==> src/common/gem_tx_pkg.sv <==
`default_nettype none

package gem_tx_pkg;

  // --------------------
  // Link geometry
  // --------------------

  // Transceiver lanes per link
  localparam int NUM_LINKS     = 4;
  // usrclk_160 frames in one bunch crossing
  localparam int FRAMES_PER_BX = 4;
  // Cluster bits carried by one lane per crossing
  localparam int CLUSTER_W     = 56;
  // Full cluster word, two lane halves
  localparam int GEM_DATA_W    = 2 * CLUSTER_W;
  // One transceiver lane word
  localparam int LANE_W        = 16;

  typedef logic [1:0] frame_phase_t;
  typedef logic [7:0] k_char_t;

  // --------------------
  // K-characters
  // --------------------

  // Flag separators, highest priority first
  localparam k_char_t K_BC0      = 8'h1C;
  localparam k_char_t K_RESYNC   = 8'h3C;
  localparam k_char_t K_OVERFLOW = 8'hFC;

  // Bunch sequence rotation, index 0 is sent first
  localparam k_char_t [3:0] K_SEQ = {8'hFD, 8'hFB, 8'hF7, 8'hBC};

  // Comma word sent while the link is down
  localparam logic [LANE_W-1:0] IDLE_WORD = 16'hFFFC;

  // K-flags per lane, one bit per byte
  localparam logic [1:0] ISK_SEP  = 2'b01;
  localparam logic [1:0] ISK_DATA = 2'b00;

  // Frame-0 word, seen raw or as separator plus first data byte
  typedef union packed {
    logic [LANE_W-1:0] raw;
    struct packed {
      k_char_t data;
      k_char_t sep;
    } bytes;
  } lane_word_u;

endpackage

`default_nettype wire

==> src/gem_framer/frame_sep_gen.sv <==
`timescale 1ns/1ps
`default_nettype none

module frame_sep_gen
  import gem_tx_pkg::*;
#(
  parameter int FRAME_CTRL_TTC = 1
) (
  input  wire logic       usrclk_160,
  input  wire logic       rst_i,
  input  wire logic       link_up_i,
  input  wire logic       bc0_i,
  input  wire logic       resync_i,
  input  wire logic       overflow_i,
  input  wire logic [1:0] bxn_lsbs_i,
  output k_char_t         sep_char_o
);

  // --------------------
  // Local sequence
  // --------------------

  // Runs in step with the frame phase, upper bits count crossings
  logic [3:0] seq_cnt;
  logic [1:0] seq_idx;

  always_ff @(posedge usrclk_160) begin
    if (rst_i || !link_up_i) begin
      seq_cnt <= '0;
    end else begin
      seq_cnt <= seq_cnt + 1'b1;
    end
  end

  // Rotation index from the timing counter or from the local count
  assign seq_idx = (FRAME_CTRL_TTC != 0) ? bxn_lsbs_i : seq_cnt[3:2];

  // --------------------
  // Separator choice
  // --------------------

  // Flags override the rotation, bc0 first
  always_comb begin
    if (bc0_i) begin
      sep_char_o = K_BC0;
    end else if (resync_i) begin
      sep_char_o = K_RESYNC;
    end else if (overflow_i) begin
      // More clusters than fit in the word
      sep_char_o = K_OVERFLOW;
    end else begin
      sep_char_o = K_SEQ[seq_idx];
    end
  end

endmodule

`default_nettype wire

==> src/gem_framer/link_framer.sv <==
`timescale 1ns/1ps
`default_nettype none

module link_framer
  import gem_tx_pkg::*;
(
  input  wire logic                  usrclk_160,
  input  wire logic                  rst_i,
  input  wire logic                  link_up_i,
  input  wire logic [GEM_DATA_W-1:0] gem_data_i,
  input  wire logic                  bc0_i,
  input  wire logic                  resync_i,
  input  wire logic                  overflow_i,
  input  wire logic [1:0]            bxn_lsbs_i,
  input  wire k_char_t               sep_char_i,
  output frame_phase_t               frame_phase_o,
  output logic                       bc0_o,
  output logic                       resync_o,
  output logic                       overflow_o,
  output logic [1:0]                 bxn_lsbs_o,
  output logic [NUM_LINKS-1:0][LANE_W-1:0] tx_data_o,
  output logic [NUM_LINKS-1:0][1:0]        tx_isk_o
);

  localparam frame_phase_t LAST_PHASE = frame_phase_t'(FRAMES_PER_BX - 1);

  logic [GEM_DATA_W-1:0] gem_data_q;
  logic [CLUSTER_W-1:0]  lane_half   [NUM_LINKS];
  lane_word_u            frame0_word [NUM_LINKS];

  // --------------------
  // Frame phase
  // --------------------

  always_ff @(posedge usrclk_160) begin
    frame_phase_o <= (rst_i || !link_up_i) ? '0 : frame_phase_o + 1'b1;
  end

  // Capture one crossing as the previous one finishes draining
  always_ff @(posedge usrclk_160) begin
    if (!link_up_i || (frame_phase_o == LAST_PHASE)) begin
      gem_data_q <= gem_data_i;
      bc0_o      <= bc0_i;
      resync_o   <= resync_i;
      overflow_o <= overflow_i;
      bxn_lsbs_o <= bxn_lsbs_i;
    end
  end

  // --------------------
  // Lane mapping
  // --------------------

  // Even lanes take the lower half, odd lanes the upper half
  always_comb begin
    for (int k = 0; k < NUM_LINKS; k++) begin
      lane_half[k] = (k % 2 != 0) ? gem_data_q[GEM_DATA_W-1:CLUSTER_W]
                                  : gem_data_q[CLUSTER_W-1:0];
      // Separator in the low byte, first data byte above it
      frame0_word[k].bytes.data = lane_half[k][7:0];
      frame0_word[k].bytes.sep  = sep_char_i;
    end
  end

  // Lane words and K-flags, idle commas while down
  always_ff @(posedge usrclk_160) begin
    for (int k = 0; k < NUM_LINKS; k++) begin
      if (rst_i || !link_up_i) begin
        tx_data_o[k] <= IDLE_WORD;
        tx_isk_o[k]  <= ISK_SEP;
      end else begin
        case (frame_phase_o)
          2'd0: begin
            tx_data_o[k] <= frame0_word[k].raw;
            tx_isk_o[k]  <= ISK_SEP;
          end
          2'd1: begin
            tx_data_o[k] <= lane_half[k][23:8];
            tx_isk_o[k]  <= ISK_DATA;
          end
          2'd2: begin
            tx_data_o[k] <= lane_half[k][39:24];
            tx_isk_o[k]  <= ISK_DATA;
          end
          default: begin
            tx_data_o[k] <= lane_half[k][55:40];
            tx_isk_o[k]  <= ISK_DATA;
          end
        endcase
      end
    end
  end

  // Separator flags on a running link only in frame 0
  a_sep_only_frame0 : assert property (
    @(posedge usrclk_160) disable iff (rst_i)
    ($past(link_up_i) && !$past(rst_i) && (tx_isk_o != {NUM_LINKS{ISK_DATA}}))
      |-> ($past(frame_phase_o) == '0)
  );

endmodule

`default_nettype wire

==> src/hw/gem_link_tx.sv <==
`timescale 1ns/1ps
`default_nettype none

module gem_link_tx
  import gem_tx_pkg::*;
#(
  parameter int FRAME_CTRL_TTC      = 1,
  parameter int STARTUP_UNIT_CYCLES = 320000,
  parameter int READY_HOLD_CYCLES   = 1048576
) (
  input  wire logic                  usrclk_160,
  input  wire logic                  rst_i,
  input  wire logic [GEM_DATA_W-1:0] gem_data_i,
  input  wire logic                  overflow_i,
  input  wire logic                  bc0_i,
  input  wire logic                  resync_i,
  input  wire logic [1:0]            bxn_lsbs_i,
  input  wire logic                  tx_up_i,
  input  wire logic                  force_not_ready_i,
  input  wire logic [NUM_LINKS-1:0]  mgt_reset_i,
  input  wire logic                  tx_reset_i,
  output logic [NUM_LINKS-1:0][LANE_W-1:0] tx_data_o,
  output logic [NUM_LINKS-1:0][1:0]        tx_isk_o,
  output logic [NUM_LINKS-1:0]       mgt_reset_o,
  output logic                       tx_reset_o,
  output logic                       startup_done_o,
  output logic                       ready_o
);

  logic         link_up;
  logic         bc0_q;
  logic         resync_q;
  logic         overflow_q;
  logic [1:0]   bxn_lsbs_q;
  k_char_t      sep_char;

  // --------------------
  // Side control
  // --------------------

  tx_startup_seq #(
    .STARTUP_UNIT_CYCLES(STARTUP_UNIT_CYCLES)
  ) tx_startup_seq_i (
    .usrclk_160    (usrclk_160),
    .rst_i         (rst_i),
    .mgt_reset_i   (mgt_reset_i),
    .tx_reset_i    (tx_reset_i),
    .mgt_reset_o   (mgt_reset_o),
    .tx_reset_o    (tx_reset_o),
    .startup_done_o(startup_done_o)
  );

  link_ready_ctrl #(
    .READY_HOLD_CYCLES(READY_HOLD_CYCLES)
  ) link_ready_ctrl_i (
    .usrclk_160       (usrclk_160),
    .rst_i            (rst_i),
    .tx_up_i          (tx_up_i),
    .force_not_ready_i(force_not_ready_i),
    .link_up_o        (link_up),
    .ready_o          (ready_o)
  );

  // --------------------
  // Datapath
  // --------------------

  // Frame phase stays inside the framer, the separator keeps its own count
  link_framer link_framer_i (
    .usrclk_160   (usrclk_160),
    .rst_i        (rst_i),
    .link_up_i    (link_up),
    .gem_data_i   (gem_data_i),
    .bc0_i        (bc0_i),
    .resync_i     (resync_i),
    .overflow_i   (overflow_i),
    .bxn_lsbs_i   (bxn_lsbs_i),
    .sep_char_i   (sep_char),
    .frame_phase_o(),
    .bc0_o        (bc0_q),
    .resync_o     (resync_q),
    .overflow_o   (overflow_q),
    .bxn_lsbs_o   (bxn_lsbs_q),
    .tx_data_o    (tx_data_o),
    .tx_isk_o     (tx_isk_o)
  );

  // Separator works on the captured crossing
  frame_sep_gen #(
    .FRAME_CTRL_TTC(FRAME_CTRL_TTC)
  ) frame_sep_gen_i (
    .usrclk_160(usrclk_160),
    .rst_i     (rst_i),
    .link_up_i (link_up),
    .bc0_i     (bc0_q),
    .resync_i  (resync_q),
    .overflow_i(overflow_q),
    .bxn_lsbs_i(bxn_lsbs_q),
    .sep_char_o(sep_char)
  );

endmodule

`default_nettype wire

==> src/hw/link_ready_ctrl.sv <==
`timescale 1ns/1ps
`default_nettype none

module link_ready_ctrl #(
  parameter int READY_HOLD_CYCLES = 1048576
) (
  input  wire logic usrclk_160,
  input  wire logic rst_i,
  input  wire logic tx_up_i,
  input  wire logic force_not_ready_i,
  output logic      link_up_o,
  output logic      ready_o
);

  localparam int HOLD_W = $clog2(READY_HOLD_CYCLES + 1);

  logic [HOLD_W-1:0] hold_cnt;

  // Transceiver up status, one cycle behind the input
  always_ff @(posedge usrclk_160) begin
    link_up_o <= rst_i ? 1'b0 : tx_up_i;
  end

  // Hold timer, restarts whenever the link drops or is forced down
  always_ff @(posedge usrclk_160) begin
    if (rst_i || !link_up_o || force_not_ready_i) begin
      hold_cnt <= '0;
    end else if (hold_cnt != HOLD_W'(READY_HOLD_CYCLES)) begin
      hold_cnt <= hold_cnt + 1'b1;
    end
  end

  // Ready after the full hold; drops with link-up or force
  assign ready_o = (hold_cnt == HOLD_W'(READY_HOLD_CYCLES)) &&
                   link_up_o && !force_not_ready_i;

endmodule

`default_nettype wire

==> src/hw/tx_startup_seq.sv <==
`timescale 1ns/1ps
`default_nettype none

module tx_startup_seq
  import gem_tx_pkg::*;
#(
  parameter int STARTUP_UNIT_CYCLES = 320000
) (
  input  wire logic                 usrclk_160,
  input  wire logic                 rst_i,
  input  wire logic [NUM_LINKS-1:0] mgt_reset_i,
  input  wire logic                 tx_reset_i,
  output logic      [NUM_LINKS-1:0] mgt_reset_o,
  output logic                      tx_reset_o,
  output logic                      startup_done_o
);

  // --------------------
  // Thresholds
  // --------------------

  // Lane reset release points in units, staggered per lane
  localparam int MGT_RST_UNITS [NUM_LINKS] = '{2, 4, 6, 7};
  // Datapath reset pulse position
  localparam int TX_RST_CNT = 9 * STARTUP_UNIT_CYCLES;
  // Startup done once the count passes this
  localparam int DONE_CNT   = 15 * STARTUP_UNIT_CYCLES;
  // Counter parks one above done
  localparam int CNT_MAX    = DONE_CNT + 1;
  localparam int CNT_W      = $clog2(CNT_MAX + 1);

  logic [CNT_W-1:0] startup_cnt;
  logic             tx_rst_pulse;

  // Saturating startup counter, restarts on reset
  always_ff @(posedge usrclk_160) begin
    if (rst_i) begin
      startup_cnt <= '0;
    end else if (startup_cnt != CNT_W'(CNT_MAX)) begin
      startup_cnt <= startup_cnt + 1'b1;
    end
  end

  // Lane k held in reset below its threshold or on manual request
  for (genvar k = 0; k < NUM_LINKS; k++) begin : g_lane_rst
    assign mgt_reset_o[k] = mgt_reset_i[k] ||
                            (startup_cnt < CNT_W'(MGT_RST_UNITS[k] * STARTUP_UNIT_CYCLES));
  end

  // Single-cycle datapath reset after all lanes are released
  assign tx_rst_pulse   = (startup_cnt == CNT_W'(TX_RST_CNT));
  assign tx_reset_o     = tx_reset_i || tx_rst_pulse;

  assign startup_done_o = (startup_cnt > CNT_W'(DONE_CNT));

  // --------------------
  // Checks
  // --------------------

  // Counter-driven datapath reset never stretches
  a_tx_rst_one_cycle : assert property (
    @(posedge usrclk_160) disable iff (rst_i)
    tx_rst_pulse |=> !tx_rst_pulse
  );

endmodule

`default_nettype wire

==> config.mk <==
export PLATFORM = sky130hd
export DESIGN_NAME = gem_link_tx
export DESIGN_NICKNAME = d
export VERILOG_FILES = /design/src/common/gem_tx_pkg.sv /design/src/gem_framer/frame_sep_gen.sv /design/src/gem_framer/link_framer.sv /design/src/hw/gem_link_tx.sv /design/src/hw/link_ready_ctrl.sv /design/src/hw/tx_startup_seq.sv
export SDC_FILE = /design/constraint.sdc
export NUM_CORES = 1
export LEC_CHECK = 0
export BUFFER_PORTS_ARGS = -buffer_cell sky130_fd_sc_hd__buf_4
export CORE_MARGIN = 2
export CORE_UTILIZATION = 55
export CTS_CLUSTER_DIAMETER = 100
export DETAILED_ROUTE_END_ITERATION = 10
export PLACE_DENSITY = 0.82
export SLEW_MARGIN = 0
export SYNTH_ARGS = -nofsm -noshare
export SYNTH_HDL_FRONTEND = slang
export SYNTH_SLANG_ARGS = --single-unit
==> constraint.sdc <==
create_clock -name usrclk_160 -period 6.7 [get_ports usrclk_160]
set_input_delay 2.01 -clock usrclk_160 [delete_from_list [all_inputs] [get_ports usrclk_160]]
set_output_delay 2.01 -clock usrclk_160 [all_outputs]
set_load 0.005 [all_outputs]
==> results of run 1 <==
worst min-delay path by stage:
stage,from,endpoint,cells after the start
after floorplan,link_framer_i.gem_data_q[101],link_framer_i.tx_data_o[21],2
after global placement,link_framer_i.gem_data_q[110],link_framer_i.tx_data_o[30],2
after detailed placement,link_framer_i.gem_data_q[44],link_framer_i.tx_data_o[4],2
after CTS,link_framer_i.gem_data_q[51],link_framer_i.tx_data_o[11],2
after global routing,link_framer_i.gem_data_q[108],link_framer_i.tx_data_o[28],2
final,link_framer_i.gem_data_q[51],link_framer_i.tx_data_o[11],2
layout by cell type, fill, tap and decap left out, types with 15 or more instances in the layout:
cell	n
edfxtp_1	117
nor2_1	36
nor3_1	15
a222oi_1	16
nand3_1	19
a21oi_1	22
dfxtp_1	80
buf_4	204
nand2_1	65
clkbuf_16	18
o21ai_0	39
inv_1	15
per-layer routing:
layer  GRT usage (%)  share of wire, %
met5               0                 0
met4            9.85               3.0
met2            40.9                52
met3            5.76               5.5
met1            28.1                40
state kept, by name (all words and copies together), names as in the netlist:
| name | cells |
|---|---|
| link_framer_i.tx_data_o | 32 |
| tx_startup_seq_i.startup_cnt | 23 |
| link_framer_i.bc0_o | 1 |
| link_framer_i.tx_isk_o | 1 |
| link_framer_i.frame_phase_o | 2 |
| link_framer_i.resync_o | 1 |
| link_framer_i.gem_data_q | 112 |
| link_ready_ctrl_i.hold_cnt | 21 |
| link_framer_i.overflow_o | 1 |
| link_framer_i.bxn_lsbs_o | 2 |
| link_ready_ctrl_i.link_up_o | 1 |
final cells by class:
cell class	count	share of cell area (%)
inverters	16	0.604
well taps	184	2.31
multi-input cells	377	24.0
clock inverters	12	1.52
flip-flops and latches	197	51.4
repair buffers	204	15.4
clock buffers	20	4.70
metrics by stage:
stage	total power (µW)	hold slack, ns	instances	instance area [µm²]
2_1_floorplan	1450	0.434	667	8000
3_3_place_gp	1530	0.443	978	9330
3_5_place_dp	1540	0.445	978	9330
4_1_cts	2570	0.461	1010	9950
5_1_grt	2640	0.488	1010	9950
6_report	2560	0.455	1010	9950
cell usage after synthesis (9+ instances only):
library cell	count	share of area (%)
a21oi_1	22	1.4
a222oi_1	16	2.0
buf_4	39	3.7
clkbuf_1	33	1.6
dfxtp_1	80	20
edfxtp_1	117	44
ha_1	13	2.0
inv_1	15	0.70
nand2_1	65	3.1
nand3_1	19	1.2
nand4_1	9	0.70
nor2_1	36	1.7
nor3_1	15	0.94
nor4_1	14	1.1
o21ai_0	39	2.4
or3_1	9	0.70
xnor2_1	9	0.99
xor2_1	9	0.99
critical path, stage by stage:
cell	delay [ns]
buf_4	0.12
nor4b_1	0.29
buf_4	0.16
power groups by stage:
stage / clock, µW / sequential (µW) / combinational [µW]
6_report: 1040 / 1360 / 147
2_1_floorplan: 0 / 1390 / 64.7
5_1_grt: 1110 / 1370 / 162
3_3_place_gp: 0 / 1390 / 141
4_1_cts: 1060 / 1360 / 148
3_5_place_dp: 0 / 1390 / 146
logic make-up after synthesis:
group	after synthesis	share of synthesized area [%]
AND/OR/NAND/NOR	212	14.1
flip-flops	197	64.0
other	1	0.0469
buffers and inverters	93	6.36
XOR/XNOR	18	1.97
adder cells (fa/ha/maj)	13	2.04
AO/OA/AOI/OAI	123	10.6
multiplexers	7	0.924
==> reports/qor.csv, run 1 <==
metric;value;unit
run_status;complete, no violations;
clk_latency;0.43;ns
routed_wl;18000;µm
ys_seq_elements;197;
swShare;22.1;%
cts_num_sinks;197;
worstSetupEndpointType;output port;
drive_gt1_share;30.9;%
crit_type;input pin to output port;
p_clk_share;40.8;%
hold_viol_final;0;
max-vdd-ir-drop;0.187;mV
drt_iter0_markers;582;
critPathLaunch;force_not_ready_i;
synth_cell_type_count;63;
grt_pass1_vias;5809;
start_kind;input pin;
overflow;0;
r2r_slack;4.07;ns
io_buffers;200;
cts_inserted_buffers;17;
p_int;1990;µW
worst_slew_pin_slew;1.06;ns
skew;0.0116;ns
ant_nets;0;
synth-edff-count;117;
p_comb_share;5.8;%
grt_setup_unrepaired;no;
rr_startpoint;link_ready_ctrl_i.link_up_o;
synth_flop_cell;edfxtp_1;
antenna_found_initial;0;
clkSlewWorstSetupHoldPaths;0.08;ns
maxSlewViolCount;0;
netlist_instances;664;
post-place-ws;2.12;ns
cts-htree-levels;4;
leakagePower;0.00386;µW
core_area;0.0144;mm²
ff2ff_path_depth;4;
postCtsSetupBuffers;0;
yosysWarnings;0;
final.setup.worst_slack;2.11;ns
io_pins;205;
vias;5760;
start_util;55.6;%
clock-root-buffer;clkbuf_16;
fillers;1017;
rows;44;
powerDensity;257;mW/mm²
worstPathRequired;4.69;ns
die-area;0.0155;mm²
synth-async-reset-ratio;0;%
drtPass1Iterations;6;
grtUsageTotal;23.6;%
syn_area;0.00799;mm²
power_switching;564;µW
grt_pass1_wl;28900;µm
multiInputGateArea;0.00239;mm²
layout_min_cycle_time;4.59;ns
cp-endpoint;ready_o;
grt_max_degree;64;
fin_util;69.2;%
cts_hold_buffers;0;
synth.avg_cell_area;12.0;µm²
place_congestion;0.890;
die_h;125;µm
hpwl;12100;µm
drc_errors;0;
diodes;0;
fin_nets;952;
holdCritPathClass;flop to flop;
fp.dieW;125;µm
maxCapViolCount;0;
slew_headroom;29.4;%
finalSetupViolCount;0;
ctsResizeCount;0;
yosysSeqAreaShare;64.0;%
seq_power_share;53.4;%
wl_per_cell;17.8;µm
cts_tree;built;
max_freq;0.218;GHz
fin_crit_sh;68.5;%
rr_endpoint;link_ready_ctrl_i.hold_cnt[17];
syn_to_final_growth;24.5;%
critPathMaxFanout;3;
regArea;0.00511;mm²
cts_buffer_depth;2;
tns;0;ns
arrival;2.58;ns
drt-vias-per-instance;5.70;
(Power assumes the default switching activity.)
==> run 2: changes to the inputs <==
Settings changed: CORE_UTILIZATION 55 to 53, PLACE_DENSITY 0.82 to 0.8.
Clock period 6.7 ns to 4.3 ns, I/O delays scaled along.
==> run 2 against run 1 <==
Register-to-register slack got worse by 2.3 ns; non-clock buffer count rose by 3; final area fell by 0.50%; critical path depth rose by 2; power rose by 50%; count of clock-buffer cells in the layout fell by 2; clock skew fell by 0.0026 ns; via count fell by 1.1%; final cell count rose by 0.30%; global-route usage fell by 0.87 points; routed wire length rose by 0.27%.
==> reports/qor.csv, run 2 (synthesized netlist as in run 1, its figures left out) <==
metric;value;unit
run_status;complete, no violations;
routed_wl;18100;µm
largest-register;link_framer_i.gem_data_q;
cts_inserted_buffers;17;
cts-htree-levels;4;
drtPass1Iterations;5;
clkSlewWorstSetupHoldPaths;0.07;ns
fin_nets;955;
grt_pass1_wl;28100;µm
tns;0;ns
die_h;127;µm
ant_nets;0;
drive_gt1_share;31.0;%
clock-root-buffer;clkbuf_16;
cts_hold_buffers;0;
core_area;0.0146;mm²
fp.dieW;127;µm
post-place-ws;1.10;ns
wl_per_cell;17.8;µm
hpwl;12600;µm
worstSetupEndpointType;output port;
slew_headroom;48.4;%
powerDensity;386;mW/mm²
rr_endpoint;link_framer_i.tx_data_o[8];
worstPathRequired;3.01;ns
min_delay_path_depth;2;
holdCritPathClass;flop to flop;
swShare;22.1;%
crit_type;flop to output port;
drt-vias-per-instance;5.62;
drt_iter0_markers;481;
vias;5694;
io_buffers;200;
seq_power_share;55.6;%
p_int;2980;µW
hold_ws;0.461;ns
io_pins;205;
grt_setup_unrepaired;no;
rows;44;
die-area;0.0161;mm²
final.setup.worst_slack;0.856;ns
top_regs;link_framer_i.gem_data_q x112, link_framer_i.tx_data_o x32, tx_startup_seq_i.startup_cnt x23;
fin_crit_sh;80.1;%
clk_latency;0.43;ns
fillers;1075;
ctsResizeCount;0;
max-vdd-ir-drop;0.289;mV
hold_viol_final;0;
hp-start;link_framer_i.gem_data_q[47];
rr_startpoint;link_framer_i.frame_phase_o[0];
power_switching;846;µW
ff2ff_path_depth;5;
diodes;0;
leakagePower;0.00384;µW
p_comb_share;6.0;%
maxCapViolCount;0;
grtUsageTotal;22.7;%
cts_num_sinks;197;
finalSetupViolCount;0;
largest_reg_flops;112;
maxSlewViolCount;0;
postCtsSetupBuffers;0;
r2r_slack;1.82;ns
mostFrequentLayoutCell;buf_4;
max_freq;0.290;GHz
min_to;link_framer_i.tx_data_o[7];
stdcell_count;1013;
grt_pass1_vias;5534;
start_util;54.5;%
arrival;2.15;ns
p_clk_share;38.4;%
overflow;0;
start_kind;flop;
worst_slew_pin_slew;0.769;ns
place_congestion;0.883;
final_cell_mix;207 x buf_4, 117 x edfxtp_1, 80 x dfxtp_1, 65 x nand2_1, 39 x o21ai_0;
drc_errors;0;
cts_buffer_depth;2;
syn_to_final_growth;23.9;%
cts_tree;built;
grt_max_degree;50;
antenna_found_initial;0;
layout_min_cycle_time;3.44;ns
dp.cells;981;
skew;0.00901;ns
critPathMaxFanout;12;
[run 2: final cells by class]
| type | instances | area [µm²] | share of cell area (%) |
|---|---|---|---|
| tap | 184 | 230 | 2.33 |
| inverter | 16 | 60.1 | 0.607 |
| timing repair buffer | 207 | 1550 | 15.7 |
| clock inverter | 14 | 118 | 1.19 |
| multi-input combinational | 377 | 2390 | 24.2 |
| sequential | 197 | 5110 | 51.7 |
| clock buffer | 18 | 429 | 4.34 |
[run 2: per-layer routing]
metal	part of all wire, %	GRT usage (%)	vias up	wire [µm]
li1	-	-	2722	-
met1	40	27.5	2728	7290
met2	52	39.2	213	9320
met3	5.8	5.69	31	1050
met4	2.3	8.79	0	412
met5	0	0	-	0
[run 2: per-stage QoR]
stage	power (µW)	util, %	instance area [µm²]
3_3_place_gp	2380	63.8	9350
6_report	3820	67.6	9900
4_1_cts	3850	67.6	9900
2_1_floorplan	2260	-	8000
3_5_place_dp	2400	63.8	9350
5_1_grt	3960	67.6	9900
[run 2: power by group through the flow]
| stage | clock network [µW] | logic [µW] | registers [µW] |
|---|---|---|---|
| 6_report | 1470 | 229 | 2130 |
| 5_1_grt | 1580 | 252 | 2130 |
| 4_1_cts | 1500 | 230 | 2130 |
| 3_5_place_dp | 0 | 228 | 2170 |
| 3_3_place_gp | 0 | 221 | 2160 |
| 2_1_floorplan | 0 | 101 | 2160 |
[run 2: worst max-delay path by stage]
stage | from | to | cells past startpoint
after CTS | tx_startup_seq_i.startup_cnt[18] | startup_done_o | 5
after global routing | tx_startup_seq_i.startup_cnt[12] | mgt_reset_o[0] | 5
after global placement | force_not_ready_i | ready_o | 3
after detailed placement | force_not_ready_i | ready_o | 3
final | tx_startup_seq_i.startup_cnt[18] | startup_done_o | 5
after floorplan | link_framer_i.frame_phase_o[0] | link_framer_i.bc0_o | 2
[run 2: critical path, cell delays in order (launching register included)]
cell     delay (ns)
dfxtp_1        0.42
nor4_1         0.35
nand4_1        0.32
o32a_1         0.39
a21oi_1        0.12
buf_4          0.13
